$ cat src/design/trap_pkg.sv
package trap_pkg;

    // trap kind seen by the controller
    typedef enum logic [2:0] {
        trap_none       = 3'd0,
        trap_fencei     = 3'd1,
        trap_mret       = 3'd2,
        trap_ecall      = 3'd3,
        trap_ebreak     = 3'd4,
        trap_misaligned = 3'd5
    } trap_status_e;

    // machine trap csr addresses
    localparam logic [11:0] csr_addr_mepc   = 12'h341;
    localparam logic [11:0] csr_addr_mcause = 12'h342;
    localparam logic [11:0] csr_addr_mtvec  = 12'h305;

    // mcause exception codes
    localparam logic [31:0] mcause_ecall      = 32'd11;  // ecall from m-mode
    localparam logic [31:0] mcause_ebreak     = 32'd3;   // breakpoint
    localparam logic [31:0] mcause_misaligned = 32'd0;   // instr addr misaligned

    // one csr write request
    typedef struct packed {
        logic        en;
        logic [11:0] addr;
        logic [31:0] data;
    } csr_access_t;

    // instruction fields the decoder looks at
    localparam logic [6:0]  opcode_system   = 7'b1110011;
    localparam logic [6:0]  opcode_misc_mem = 7'b0001111;
    localparam logic [11:0] funct12_ecall   = 12'h000;
    localparam logic [11:0] funct12_ebreak  = 12'h001;
    localparam logic [11:0] funct12_mret    = 12'h302;
    localparam logic [2:0]  funct3_fencei   = 3'b001;

endpackage

$ cat src/design/trap_decoder.sv
`timescale 1ns/100ps

module trap_decoder import trap_pkg::*; (
    input  logic         clk,
    input  logic         reset,
    input  logic [31:0]  instr,
    input  logic         jump_valid,
    input  logic [31:0]  jump_target,
    input  logic         trap_done,
    input  logic         debug_mode,
    output trap_status_e status
);

    logic [6:0]   opcode;
    logic [2:0]   funct3;
    logic [11:0]  funct12;
    trap_status_e decoded;
    trap_status_e held;
    logic         held_valid;
    logic         multi_cycle;

    assign opcode  = instr[6:0];
    assign funct3  = instr[14:12];
    assign funct12 = instr[31:20];

    always_comb begin
        decoded = trap_none;
        if (jump_valid && jump_target[1:0] != 2'b00) begin
            decoded = trap_misaligned;  // bad jump beats the instruction itself
        end else if (opcode == opcode_system && funct3 == 3'b000) begin
            // privileged group, funct3 zero
            case (funct12)
                funct12_ecall:  decoded = trap_ecall;
                funct12_ebreak: decoded = trap_ebreak;
                funct12_mret:   decoded = trap_mret;
                default:        decoded = trap_none;
            endcase
        end else if (opcode == opcode_misc_mem && funct3 == funct3_fencei) begin
            decoded = trap_fencei;
        end
    end

    // kinds that run through the controller sequence
    assign multi_cycle = (decoded == trap_ecall) || (decoded == trap_ebreak) ||
                         (decoded == trap_misaligned);

    always_ff @(posedge clk or posedge reset) begin
        if (reset) begin
            held_valid <= 1'b0;
        end else if (trap_done) begin
            held_valid <= 1'b0;  // sequence finished
        end else if (!held_valid && multi_cycle) begin
            held_valid <= 1'b1;
        end
    end

    always_ff @(posedge clk) begin
        if (!trap_done && !held_valid && multi_cycle) begin
            held <= decoded;
        end
    end

    always_comb begin
        if (debug_mode) begin
            status = trap_none;  // core parked
        end else if (held_valid) begin
            status = held;
        end else begin
            status = decoded;
        end
    end

endmodule

$ cat src/design/trap_controller.sv
`timescale 1ns/100ps

module trap_controller import trap_pkg::*; (
    input  logic         clk,
    input  logic         reset,
    input  logic [31:0]  pc,
    input  trap_status_e status,
    input  logic         debug_resume,
    input  logic [31:0]  trap_rd_data,
    output csr_access_t  csr_trap,
    output logic [11:0]  trap_rd_addr,
    output logic [31:0]  trap_target,
    output logic         redirect,
    output logic         ic_clean,
    output logic         debug_mode,
    output logic         trap_done
);

    typedef enum logic [1:0] {
        idle         = 2'b00,
        write_mepc   = 2'b01,
        write_mcause = 2'b10,
        read_mtvec   = 2'b11
    } state_e;

    state_e      state;
    state_e      next_state;
    logic        active;       // low until the first status is decoded
    logic [31:0] cause_code;

    always_ff @(posedge clk or posedge reset) begin
        if (reset) begin
            state  <= idle;
            active <= 1'b0;
        end else begin
            state  <= next_state;
            active <= 1'b1;
        end
    end

    // debug mode flag
    always_ff @(posedge clk or posedge reset) begin
        if (reset) begin
            debug_mode <= 1'b0;
        end else if (state == write_mcause && status == trap_ebreak) begin
            debug_mode <= 1'b1;
        end else if (debug_resume) begin
            debug_mode <= 1'b0;
        end else if (active && state == idle && status == trap_mret) begin
            debug_mode <= 1'b0;
        end
    end

    always_comb begin
        case (status)
            trap_ecall:  cause_code = mcause_ecall;
            trap_ebreak: cause_code = mcause_ebreak;
            default:     cause_code = mcause_misaligned;
        endcase
    end

    always_comb begin
        next_state   = idle;
        csr_trap     = '0;
        trap_rd_addr = 12'h000;
        trap_target  = 32'h0;
        redirect     = 1'b0;
        ic_clean     = 1'b0;
        trap_done    = 1'b1;

        if (!active) begin
            trap_done = 1'b0;
        end else begin
            case (state)
                idle: begin
                    case (status)
                        trap_fencei: begin
                            ic_clean = 1'b1;  // single cycle pulse
                        end
                        trap_mret: begin
                            trap_rd_addr = csr_addr_mepc;
                            // word align the saved pc and step past it
                            trap_target  = {trap_rd_data[31:2], 2'b00} + 32'd4;
                            redirect     = 1'b1;
                        end
                        trap_ecall, trap_ebreak, trap_misaligned: begin
                            csr_trap   = '{en: 1'b1, addr: csr_addr_mepc, data: pc};
                            trap_done  = 1'b0;
                            next_state = write_mepc;
                        end
                        default: begin
                            next_state = idle;
                        end
                    endcase
                end
                write_mepc: begin
                    csr_trap   = '{en: 1'b1, addr: csr_addr_mcause, data: cause_code};
                    trap_done  = 1'b0;
                    next_state = write_mcause;
                end
                write_mcause: begin
                    if (status == trap_ebreak) begin
                        // step over the ebreak, debug mode parks the pc there
                        trap_target = pc + 32'd4;
                        redirect    = 1'b1;
                    end else begin
                        trap_rd_addr = csr_addr_mtvec;
                        trap_done    = 1'b0;
                        next_state   = read_mtvec;
                    end
                end
                read_mtvec: begin
                    trap_rd_addr = csr_addr_mtvec;  // keep mtvec on the target
                    trap_target  = trap_rd_data;
                    redirect     = 1'b1;
                end
                default: begin
                    next_state = idle;
                end
            endcase
        end
    end

endmodule

$ cat src/design/csr_file.sv
`timescale 1ns/100ps

module csr_file import trap_pkg::*; (
    input  logic        clk,
    input  logic        reset,
    input  csr_access_t csr_trap,
    input  logic [11:0] trap_rd_addr,
    input  csr_access_t csr_cfg,
    input  logic [11:0] csr_rd_addr,
    output logic [31:0] trap_rd_data,
    output logic [31:0] csr_rd_data
);

    logic [31:0] mepc;
    logic [31:0] mcause;
    logic [31:0] mtvec;
    csr_access_t wr;

    // controller write wins over the config port
    assign wr = csr_trap.en ? csr_trap : csr_cfg;

    always_ff @(posedge clk or posedge reset) begin
        if (reset) begin
            mepc   <= 32'h0;
            mcause <= 32'h0;
            mtvec  <= 32'h0;
        end else if (wr.en) begin
            case (wr.addr)
                csr_addr_mepc: begin
                    mepc <= wr.data;
                end
                csr_addr_mcause: begin
                    mcause <= wr.data;
                end
                csr_addr_mtvec: begin
                    mtvec <= {wr.data[31:2], 2'b00};  // direct mode only
                end
                default: begin
                    mepc <= mepc;  // unmapped address, drop the write
                end
            endcase
        end
    end

    function automatic logic [31:0] read_csr(
        input logic [11:0] addr,
        input logic [31:0] epc,
        input logic [31:0] cause,
        input logic [31:0] tvec
    );
        logic [31:0] value;
        case (addr)
            csr_addr_mepc:   value = epc;
            csr_addr_mcause: value = cause;
            csr_addr_mtvec:  value = tvec;
            default:         value = 32'h0;
        endcase
        return value;
    endfunction

    // both read ports are combinational
    always_comb begin
        trap_rd_data = read_csr(trap_rd_addr, mepc, mcause, mtvec);
    end

    always_comb begin
        csr_rd_data = read_csr(csr_rd_addr, mepc, mcause, mtvec);
    end

endmodule

$ cat src/design/pc_sequencer.sv
`timescale 1ns/100ps

module pc_sequencer #(
    parameter logic [31:0] reset_pc = 32'h0
) (
    input  logic        clk,
    input  logic        reset,
    input  logic        trap_done,
    input  logic        redirect,
    input  logic [31:0] trap_target,
    input  logic        jump_valid,
    input  logic [31:0] jump_target,
    input  logic        debug_mode,
    output logic [31:0] pc
);

    logic        advance;
    logic        jump_ok;
    logic [31:0] pc_next;

    // pc moves only with trap_done high and outside debug mode
    assign advance = trap_done && !debug_mode;

    // misaligned jumps are turned into traps by the decoder
    assign jump_ok = jump_valid && (jump_target[1:0] == 2'b00);

    always_comb begin
        if (redirect) begin
            pc_next = trap_target;
        end else if (jump_ok) begin
            pc_next = jump_target;
        end else begin
            pc_next = pc + 32'd4;
        end
    end

    always_ff @(posedge clk or posedge reset) begin
        if (reset) begin
            pc <= reset_pc;
        end else if (advance) begin
            pc <= pc_next;
        end
    end

endmodule

$ cat src/design/trap_unit_top.sv
`timescale 1ns/100ps

module trap_unit_top import trap_pkg::*; #(
    parameter logic [31:0] reset_pc = 32'h0
) (
    input  logic        clk,
    input  logic        reset,
    input  logic [31:0] instr,
    input  logic        jump_valid,
    input  logic [31:0] jump_target,
    input  logic        debug_resume,
    input  csr_access_t csr_cfg,
    input  logic [11:0] csr_rd_addr,
    output logic [31:0] csr_rd_data,
    output logic [31:0] pc,
    output logic        trap_done,
    output logic        debug_mode,
    output logic        ic_clean
);

    trap_status_e status;
    csr_access_t  csr_trap;
    logic [11:0]  trap_rd_addr;
    logic [31:0]  trap_rd_data;
    logic [31:0]  trap_target;
    logic         redirect;

    trap_decoder u_trap_decoder (
        .clk         (clk),
        .reset       (reset),
        .instr       (instr),
        .jump_valid  (jump_valid),
        .jump_target (jump_target),
        .trap_done   (trap_done),
        .debug_mode  (debug_mode),
        .status      (status)
    );

    trap_controller u_trap_controller (
        .clk          (clk),
        .reset        (reset),
        .pc           (pc),
        .status       (status),
        .debug_resume (debug_resume),
        .trap_rd_data (trap_rd_data),
        .csr_trap     (csr_trap),
        .trap_rd_addr (trap_rd_addr),
        .trap_target  (trap_target),
        .redirect     (redirect),
        .ic_clean     (ic_clean),
        .debug_mode   (debug_mode),
        .trap_done    (trap_done)
    );

    csr_file u_csr_file (
        .clk          (clk),
        .reset        (reset),
        .csr_trap     (csr_trap),
        .trap_rd_addr (trap_rd_addr),
        .csr_cfg      (csr_cfg),
        .csr_rd_addr  (csr_rd_addr),
        .trap_rd_data (trap_rd_data),
        .csr_rd_data  (csr_rd_data)
    );

    pc_sequencer #(
        .reset_pc (reset_pc)
    ) u_pc_sequencer (
        .clk         (clk),
        .reset       (reset),
        .trap_done   (trap_done),
        .redirect    (redirect),
        .trap_target (trap_target),
        .jump_valid  (jump_valid),
        .jump_target (jump_target),
        .debug_mode  (debug_mode),
        .pc          (pc)
    );

endmodule

$ cat config.mk
export PLATFORM = sky130hd
export DESIGN_NAME = trap_unit_top
export DESIGN_NICKNAME = d
export VERILOG_FILES = /design/src/design/trap_pkg.sv /design/src/design/trap_decoder.sv /design/src/design/trap_controller.sv /design/src/design/csr_file.sv /design/src/design/pc_sequencer.sv /design/src/design/trap_unit_top.sv
export SDC_FILE = /design/constraint.sdc
export NUM_CORES = 1
export LEC_CHECK = 0
export BUFFER_PORTS_ARGS = -buffer_cell sky130_fd_sc_hd__buf_2
export CORE_MARGIN = 3
export CORE_UTILIZATION = 50
export CTS_CLUSTER_SIZE = 10
export DETAILED_ROUTE_END_ITERATION = 16
export PLACE_DENSITY = 0.82
export SYNTH_ARGS = -nofsm -noshare
export SYNTH_HDL_FRONTEND = slang
export SYNTH_HIERARCHICAL = 1
export SYNTH_SLANG_ARGS = --single-unit
$ cat constraint.sdc
create_clock -name clk -period 6.9 [get_ports clk]
set_clock_uncertainty 0.2 [all_clocks]
set_input_delay 1.38 -clock clk [delete_from_list [all_inputs] [get_ports clk]]
set_output_delay 1.38 -clock clk [all_outputs]
set_load 0.01 [all_outputs]
Word-level counts from Yosys, hierarchy flattened. Cells that the tools add are included.

Register bits after elaboration: 134. Input port bits: 125. Output and inout bits: 67. Word-level logic and storage cells: 105.

Add/sub/neg operators: 2. Eq/ne operators: 25. Muxes and demuxes: 42. Reductions and logical operators: 27.

Operators by type and width (count): 32-bit case mux with 3 select lines (3); 32-bit two-way mux (5); 45-bit two-way mux (3); 12-bit by 10-bit equality test with 1-bit output (second input constant) (10); 45-bit case mux with 2 select lines (1); 32-bit by 3-bit adder with 32-bit output (second input constant) (2); 12-bit case mux with 3 select lines (1); 10-bit two-way mux (2); 1-bit two-way mux (15); 12-bit by 1-bit equality test with 1-bit output (second input constant) (1); 3-bit equality test (second input constant) (4); 12-bit zero test (1); 12-bit two-way mux (1); 3-bit two-way mux (4); 1-bit logical AND (11); 3-bit by 2-bit equality test with 1-bit output (second input constant) (3); 3-bit case mux with 3 select lines (1); 4-bit case mux with 2 select lines (1); 7-bit by 4-bit equality test with 1-bit output (second input constant) (1); 7-bit equality test (second input constant) (1); 3-bit by 1-bit equality test with 1-bit output (second input constant) (2); 1-bit case mux with 3 select lines (2); 2-bit case mux with 3 select lines (1); 2-bit AND reduction (3); 10 further kinds (17).

Logic depth before layout (Yosys ltp).
Word-level depth: 18. Depth in mapped cells: 26. Mapped depth without buffers: 22.

Modules after synthesis. Netlist, hierarchy kept.

Modules (own cells, without submodules): csr_file (times used 1, cells each 415, area each 5246.3 sq um, sequential area each 2352.3 sq um); trap_controller (times used 1, cells each 408, area each 2635.0 sq um, sequential area each 100.1 sq um); pc_sequencer (times used 1, cells each 334, area each 2498.6 sq um, sequential area each 800.8 sq um); trap_decoder (times used 1, cells each 44, area each 375.4 sq um, sequential area each 115.1 sq um).

Least setup slack after synthesis. OpenSTA, ideal clock, no wires.

Path type: input port to flip-flop. Start point: input instr[28]. End point: register u_pc_sequencer.pc[29]. Library setup time: 127 ps. Data arrival time: 6531 ps. Required time: 6573 ps. Setup slack: 41 ps. Stages on the path: 24. Path buffers: 4. Cell sequence: or3_1 > nand2_1 > nand2_1 > o41ai_1 > nor3b_1 > nand3_1 > inv_1 > buf_2 > or2_2 > buf_4 > nand4bb_1 > nor4_2 > buf_2 > a222oi_1 > inv_1 > buf_2 > nand3_4 > or4b_4 > o311a_1 > a211oi_2 > o21ai_1 > o22ai_1 > a21oi_1 > mux2_1.

Word-level cells in the longest chain between the ends: 17. Elaborated cells between the ends (all ways): 35. Classes of those cells: add/sub (1); eq/ne (9); mux (22); reduce/logical (3).

Ends and longest elaborated chain: start: declaration (RTL line trap_unit_top.sv:8) `input logic [31:0] instr,`; 12-bit by 10-bit equality test with 1-bit output (tied with other cells) (RTL line trap_decoder.sv:32) `case (funct12)`; 3-bit case mux with 3 select lines (*) (RTL line trap_decoder.sv:32); 3-bit two-way mux (*) (RTL line trap_decoder.sv:30) `end else if (opcode == opcode_system && funct3 == 3'b000) begin`; 3-bit two-way mux (*) (RTL line trap_decoder.sv:28) `if (jump_valid && jump_target[1:0] != 2'b00) begin`; 3-bit two-way mux (*) (RTL line trap_decoder.sv:66) `end else if (held_valid) begin`; 3-bit two-way mux (*) (RTL line trap_decoder.sv:64) `if (debug_mode) begin`; net status[1] (RTL line trap_unit_top.sv:21) `trap_status_e status;`; 3-bit by 2-bit equality test with 1-bit output (*) (RTL line trap_controller.sv:76) `case (status)`; [3 not listed]; net trap_rd_addr[6] (RTL line trap_unit_top.sv:23) `logic [11:0] trap_rd_addr;`; [1 not listed]; 32-bit case mux with 3 select lines (*) (RTL line csr_file.sv:52) `case (addr)`; net trap_rd_data[13] (RTL line trap_unit_top.sv:24) `logic [31:0] trap_rd_data;`; 32-bit by 3-bit adder with 32-bit output (*) (RTL line trap_controller.sv:83) `trap_target = {trap_rd_data[31:2], 2'b00} + 32'd4;`; 32-bit two-way mux (*) (RTL line trap_controller.sv:76); 32-bit case mux with 3 select lines (*) (RTL line trap_controller.sv:74) `case (state)`; 32-bit two-way mux (*) (RTL line trap_controller.sv:71) `if (!active) begin`; net trap_target[29] (RTL line trap_unit_top.sv:25) `logic [31:0] trap_target;`; 32-bit two-way mux (*) (RTL line pc_sequencer.sv:28) `if (redirect) begin`; end signal: assignment (RTL line pc_sequencer.sv:39) `pc <= reset_pc;`; end signal: assignment (RTL line pc_sequencer.sv:41) `pc <= pc_next;`; end: declaration (RTL line pc_sequencer.sv:14) `output logic [31:0] pc`.

Mark *: on every way through the listed nets, which the timed path passes. The rest lies on a longest branch. A chain may end at the register's enable or synchronous reset.

Worst setup path after layout.
Start point: input instr[12]. End point: register u_pc_sequencer.pc[29].

Elaborated cells between the ends (all ways): 36. Classes of those cells: add/sub (1); eq/ne (8); mux (22); reduce/logical (5).

RTL lines (RTL line): 3-bit zero test (*) (trap_decoder.sv:30); 1-bit logical AND (*) (trap_decoder.sv:30); 3-bit two-way mux (*) (trap_decoder.sv:30); 3-bit two-way mux (*) (trap_decoder.sv:28); 3-bit two-way mux (*) (trap_decoder.sv:66); 3-bit two-way mux (*) (trap_decoder.sv:64); net status[1] (trap_unit_top.sv:21); 3-bit by 2-bit equality test with 1-bit output (*) (trap_controller.sv:76); [3 not listed]; net trap_rd_addr[6] (trap_unit_top.sv:23); [1 not listed]; 32-bit case mux with 3 select lines (*) (csr_file.sv:52); net trap_rd_data[21] (trap_unit_top.sv:24); 32-bit by 3-bit adder with 32-bit output (*) (trap_controller.sv:83); 32-bit two-way mux (*) (trap_controller.sv:76); 32-bit case mux with 3 select lines (*) (trap_controller.sv:74); 32-bit two-way mux (*) (trap_controller.sv:71); net trap_target[29] (trap_unit_top.sv:25); 32-bit two-way mux (*) (pc_sequencer.sv:28).

Marks and branches as above.

==> impl_metrics.yaml <==
placed_design:
  hpwl_um: 25000
  gp_congestion: 0.956
  numPortBuffers: 181
  place_worst_setup_slack_ns: 0.00376
power:
  p_clk_share_pct: 25.9
  switching_share_pct: 42.7
  p_total_mw: 3.29
  p_int_mw: 1.89
  p_leak_nw: 5.83
  peakVddDrop_mv: 0.136
  power_frac_comb_pct: 38.5
  power.density_mw_per_mm2: 262
  switching_power_mw: 1.41
  pwr-share-seq_pct: 35.6
die:
  die_w_um: 153
  initial_utilization_pct: 51.0
  design.core.area_mm2: 0.0211
  dieArea_mm2: 0.0233
  io_pins: 192
  die_h_um: 153
  rows: 53
setup_path:
  worstPathArrival_ns: 6.70
  ff2ff_path_depth: 19
  critPathSlowestCell: "or4b_4"
  cp_common_cell: "inv_1"
  critPathMaxFanout: 26
  timing.rr.start: "u_trap_controller/debug_mode"
  worstReg2RegEnd: "u_pc_sequencer/pc[29]"
  critPathRequiredTime_ns: 7.01
  path_class: "in -> reg"
  crit_chain: "buf_2 -> nor4b_1 -> and4_1 -> nand2_1 -> o41ai_1 -> buf_4 -> nor3b_1 -> nand3_1 -> inv_1 -> or2_2 -> nand4bb_1 -> nor4_4 -> buf_12 -> a222oi_1 -> inv_1 -> nand4_4 -> or4b_4 -> o311a_1 -> a211oi_2 -> o21ai_1 -> o22ai_1 -> a21oi_1 -> mux2_1"
  startpoint_type: "input pin"
  crit_path_end_kind: "flop"
  r2r_setup_slack_ns: 1.45
  max_stage_delay_ns: 0.56
outcome:
  failed_checks: "slew limit"
  status: "finished, violations left"
cells_and_area:
  fillers: 1827
  syn_to_final_growth_pct: 17.0
  num_antenna_cells: 0
  multiInputGateArea_mm2: 0.00663
  final_cell_mix: "buf_2 (181), dfrtp_1 (131), mux2_2 (107)"
  drive_gt1_share_pct: 31.5
  final_nets: 1498
  layout_commonest_cell: "buf_2"
  register_area_mm2: 0.00337
clocking:
  clk_pin_slew_ns: 0.06
  tritoncts: "yes"
  clk_latency_ns: 0.42
  h-tree-depth: 4
  cts_buffer_depth: 2
  clockRootBuffer: "clkbuf_16"
  cts.hold.buffers_added: 0
  cts-buffers-inserted: 17
  clock_sinks: 134
synth:
  syn-instance-count: 1201
  synth_edf_count: 3
  synth_seq_cells: 134
  yosys.cell_types.count: 93
  synth.cell_area_mm2: 0.0108
  synthArstFlopShare_pct: 97.8
  yosysWarnings: 6
  seq_area_frac_synth_pct: 31.3
  ys.flop_type: "dfrtp_1"
  synth.avg_cell_area_um2: 8.96
sta:
  whs_ns: 0.320
  fin_crit_sh_pct: 95.5
  relSlewSlack_pct: -109
  max_freq_ghz: 0.152
  setup_tns_ns: 0
  setup_viol: 0
  slew_viol_final: 33
  worst_slew_pin_slew_ns: 3.12
  hold_viol_final: 0
  rsz0062_at_grt: "no"
  timing.final.ws_setup_ns: 0.313
  fin_crit_ns: 6.59
drt:
  vias: 11000
  wl_met1_um: 14200
  drtIter0Drc: 1894
  dr.pass1.iters: 8
  ant_nets: 0
  avgViaCountPerCell: 6.62
  highest_layer: "met5"
  wl_per_cell_um: 21.3
  drt_wl_total_um: 35300
  drc_errors: 0
  wl_met2_um: 16400
  met3WireLength_um: 3930
grt:
  grt.overflow.total: 0
  grt_use_total_pct: 29.3
  antenna_found_initial: 1
  grt_pass1_wl_um: 56200
  grt_pass1_vias: 10400
  grt_max_degree: 58
hold_path:
  holdPathStages: 1
  holdPathEnd: "u_csr_file/mtvec[23]"
  worstHoldStart: "u_csr_file/mtvec[23]"
  min_path_type: "reg -> reg"
run:
  max_cap_violations: 0
==> critical path, delay by kind of cell <==
family	cells	cell delay [ns]
simple gates	10	2.78
compound gates	7	1.38
buf+inv	5	0.85
mux	1	0.30
==> registers in the layout, summed over array words and instances, names as in the netlist <==
register and count:
u_csr_file/mcause 32, u_csr_file/mepc 32, u_csr_file/mtvec 30, u_pc_sequencer/pc 32
u_trap_controller/active 1, u_trap_controller/debug_mode 1, u_trap_controller/state 2, u_trap_decoder/held 3
u_trap_decoder/held_valid 1
==> area by class of cell <==
cell class / count / share of cell area (%)
clock buffer: 22 / 3.85
timing repair buffer: 238 / 10.8
tap: 275 / 2.73
clock inverter: 10 / 0.577
inverter: 86 / 2.57
multi-input combinational: 893 / 52.7
sequential: 134 / 26.8
==> synth_stat cells (all sizes together) (4+ instances only) <==
cell type	count	area [um^2]
nor3	25	156
buf	56	387
and4	5	43.8
or3	12	75.1
mux2i	6	60.1
o211ai	5	37.5
nand2	80	303
a31oi	21	138
a222oi	61	611
dfrtp	131	3280
nand4	29	218
o31a	7	61.3
o21ai	78	390
nor4	47	470
xnor2	20	175
o22a	5	43.8
a221oi	7	67.6
nand2b	17	106
xor2	4	35.0
nor2b	4	25.0
o221ai	7	61.3
or4	6	48.8
or2	4	25.0
a22o	6	52.6
nor4b	8	82.6
and3	11	70.1
o31ai	4	30.0
clkbuf	45	169
inv	85	319
nor3b	4	35.0
mux2	127	1430
a211oi	9	72.6
nor2	63	236
and4bb	5	62.6
nand3	42	238
and2	35	219
a21oi	54	270
o22ai	4	25.0
==> how the worst max path moves through the flow <==
stage                       endpoint  cells past startpoint  slack [ns]  startpoint
2_1_floorplan  u_pc_sequencer/pc[29]                     24        0.04   instr[28]
3_3_place_gp   u_pc_sequencer/pc[29]                     23        0.08   instr[12]
3_5_place_dp   u_pc_sequencer/pc[29]                     23       0.004   instr[28]
4_1_cts        u_pc_sequencer/pc[29]                     23        0.41   instr[28]
5_1_grt        u_pc_sequencer/pc[28]                     25        0.02   instr[28]
6_report       u_pc_sequencer/pc[29]                     23        0.31   instr[12]
==> power by group through the flow <==
stage          clock, mW  sequential (mW)  combinational [mW]
6_report           0.852             1.17                1.27
5_1_grt            0.897             1.20                1.38
4_1_cts            0.860             1.16                1.24
3_5_place_dp           0             1.17                1.23
3_3_place_gp           0             1.17                1.19
2_1_floorplan          0             1.09               0.876
==> per-stage QoR <==
stage / std cells / instance area, um^2 / utilization [%]
final: 1658 / 12600 / 59.7
after global routing: 1658 / 12600 / 59.7
after floorplan: 1214 / 10800 / -
after detailed placement: 1625 / 12000 / 56.9
after global placement: 1625 / 12000 / 56.9
after CTS: 1657 / 12600 / 59.6
==> metal layers <==
layer,global-route usage [%],vias up
li1,-,4901
met1,41.2,5255
met2,46.1,750
met3,6.45,66
met4,7.55,2
met5,0,-
==> cell families after synthesis <==
family	after synthesis	synth area share, %
xor gates and xnor gates	24	1.95
buffers and inverters	187	8.17
AOI/OAI and AO/OA	307	20.5
adders and majority gates	3	0.349
other	2	0.0698
DFF	134	31.3
and+or+nand+nor	411	23.8
muxes	133	13.9
==> repair_timing <==
| action | 4_1_cts | 5_1_grt |
|---|---|---|
| buffers inserted | 0 | 1 |
| endpoints found under the setup margin | 0 | 1 |
| resized for setup | 0 | 2 |
No activity file was read; power rests on OpenSTA's default activity.
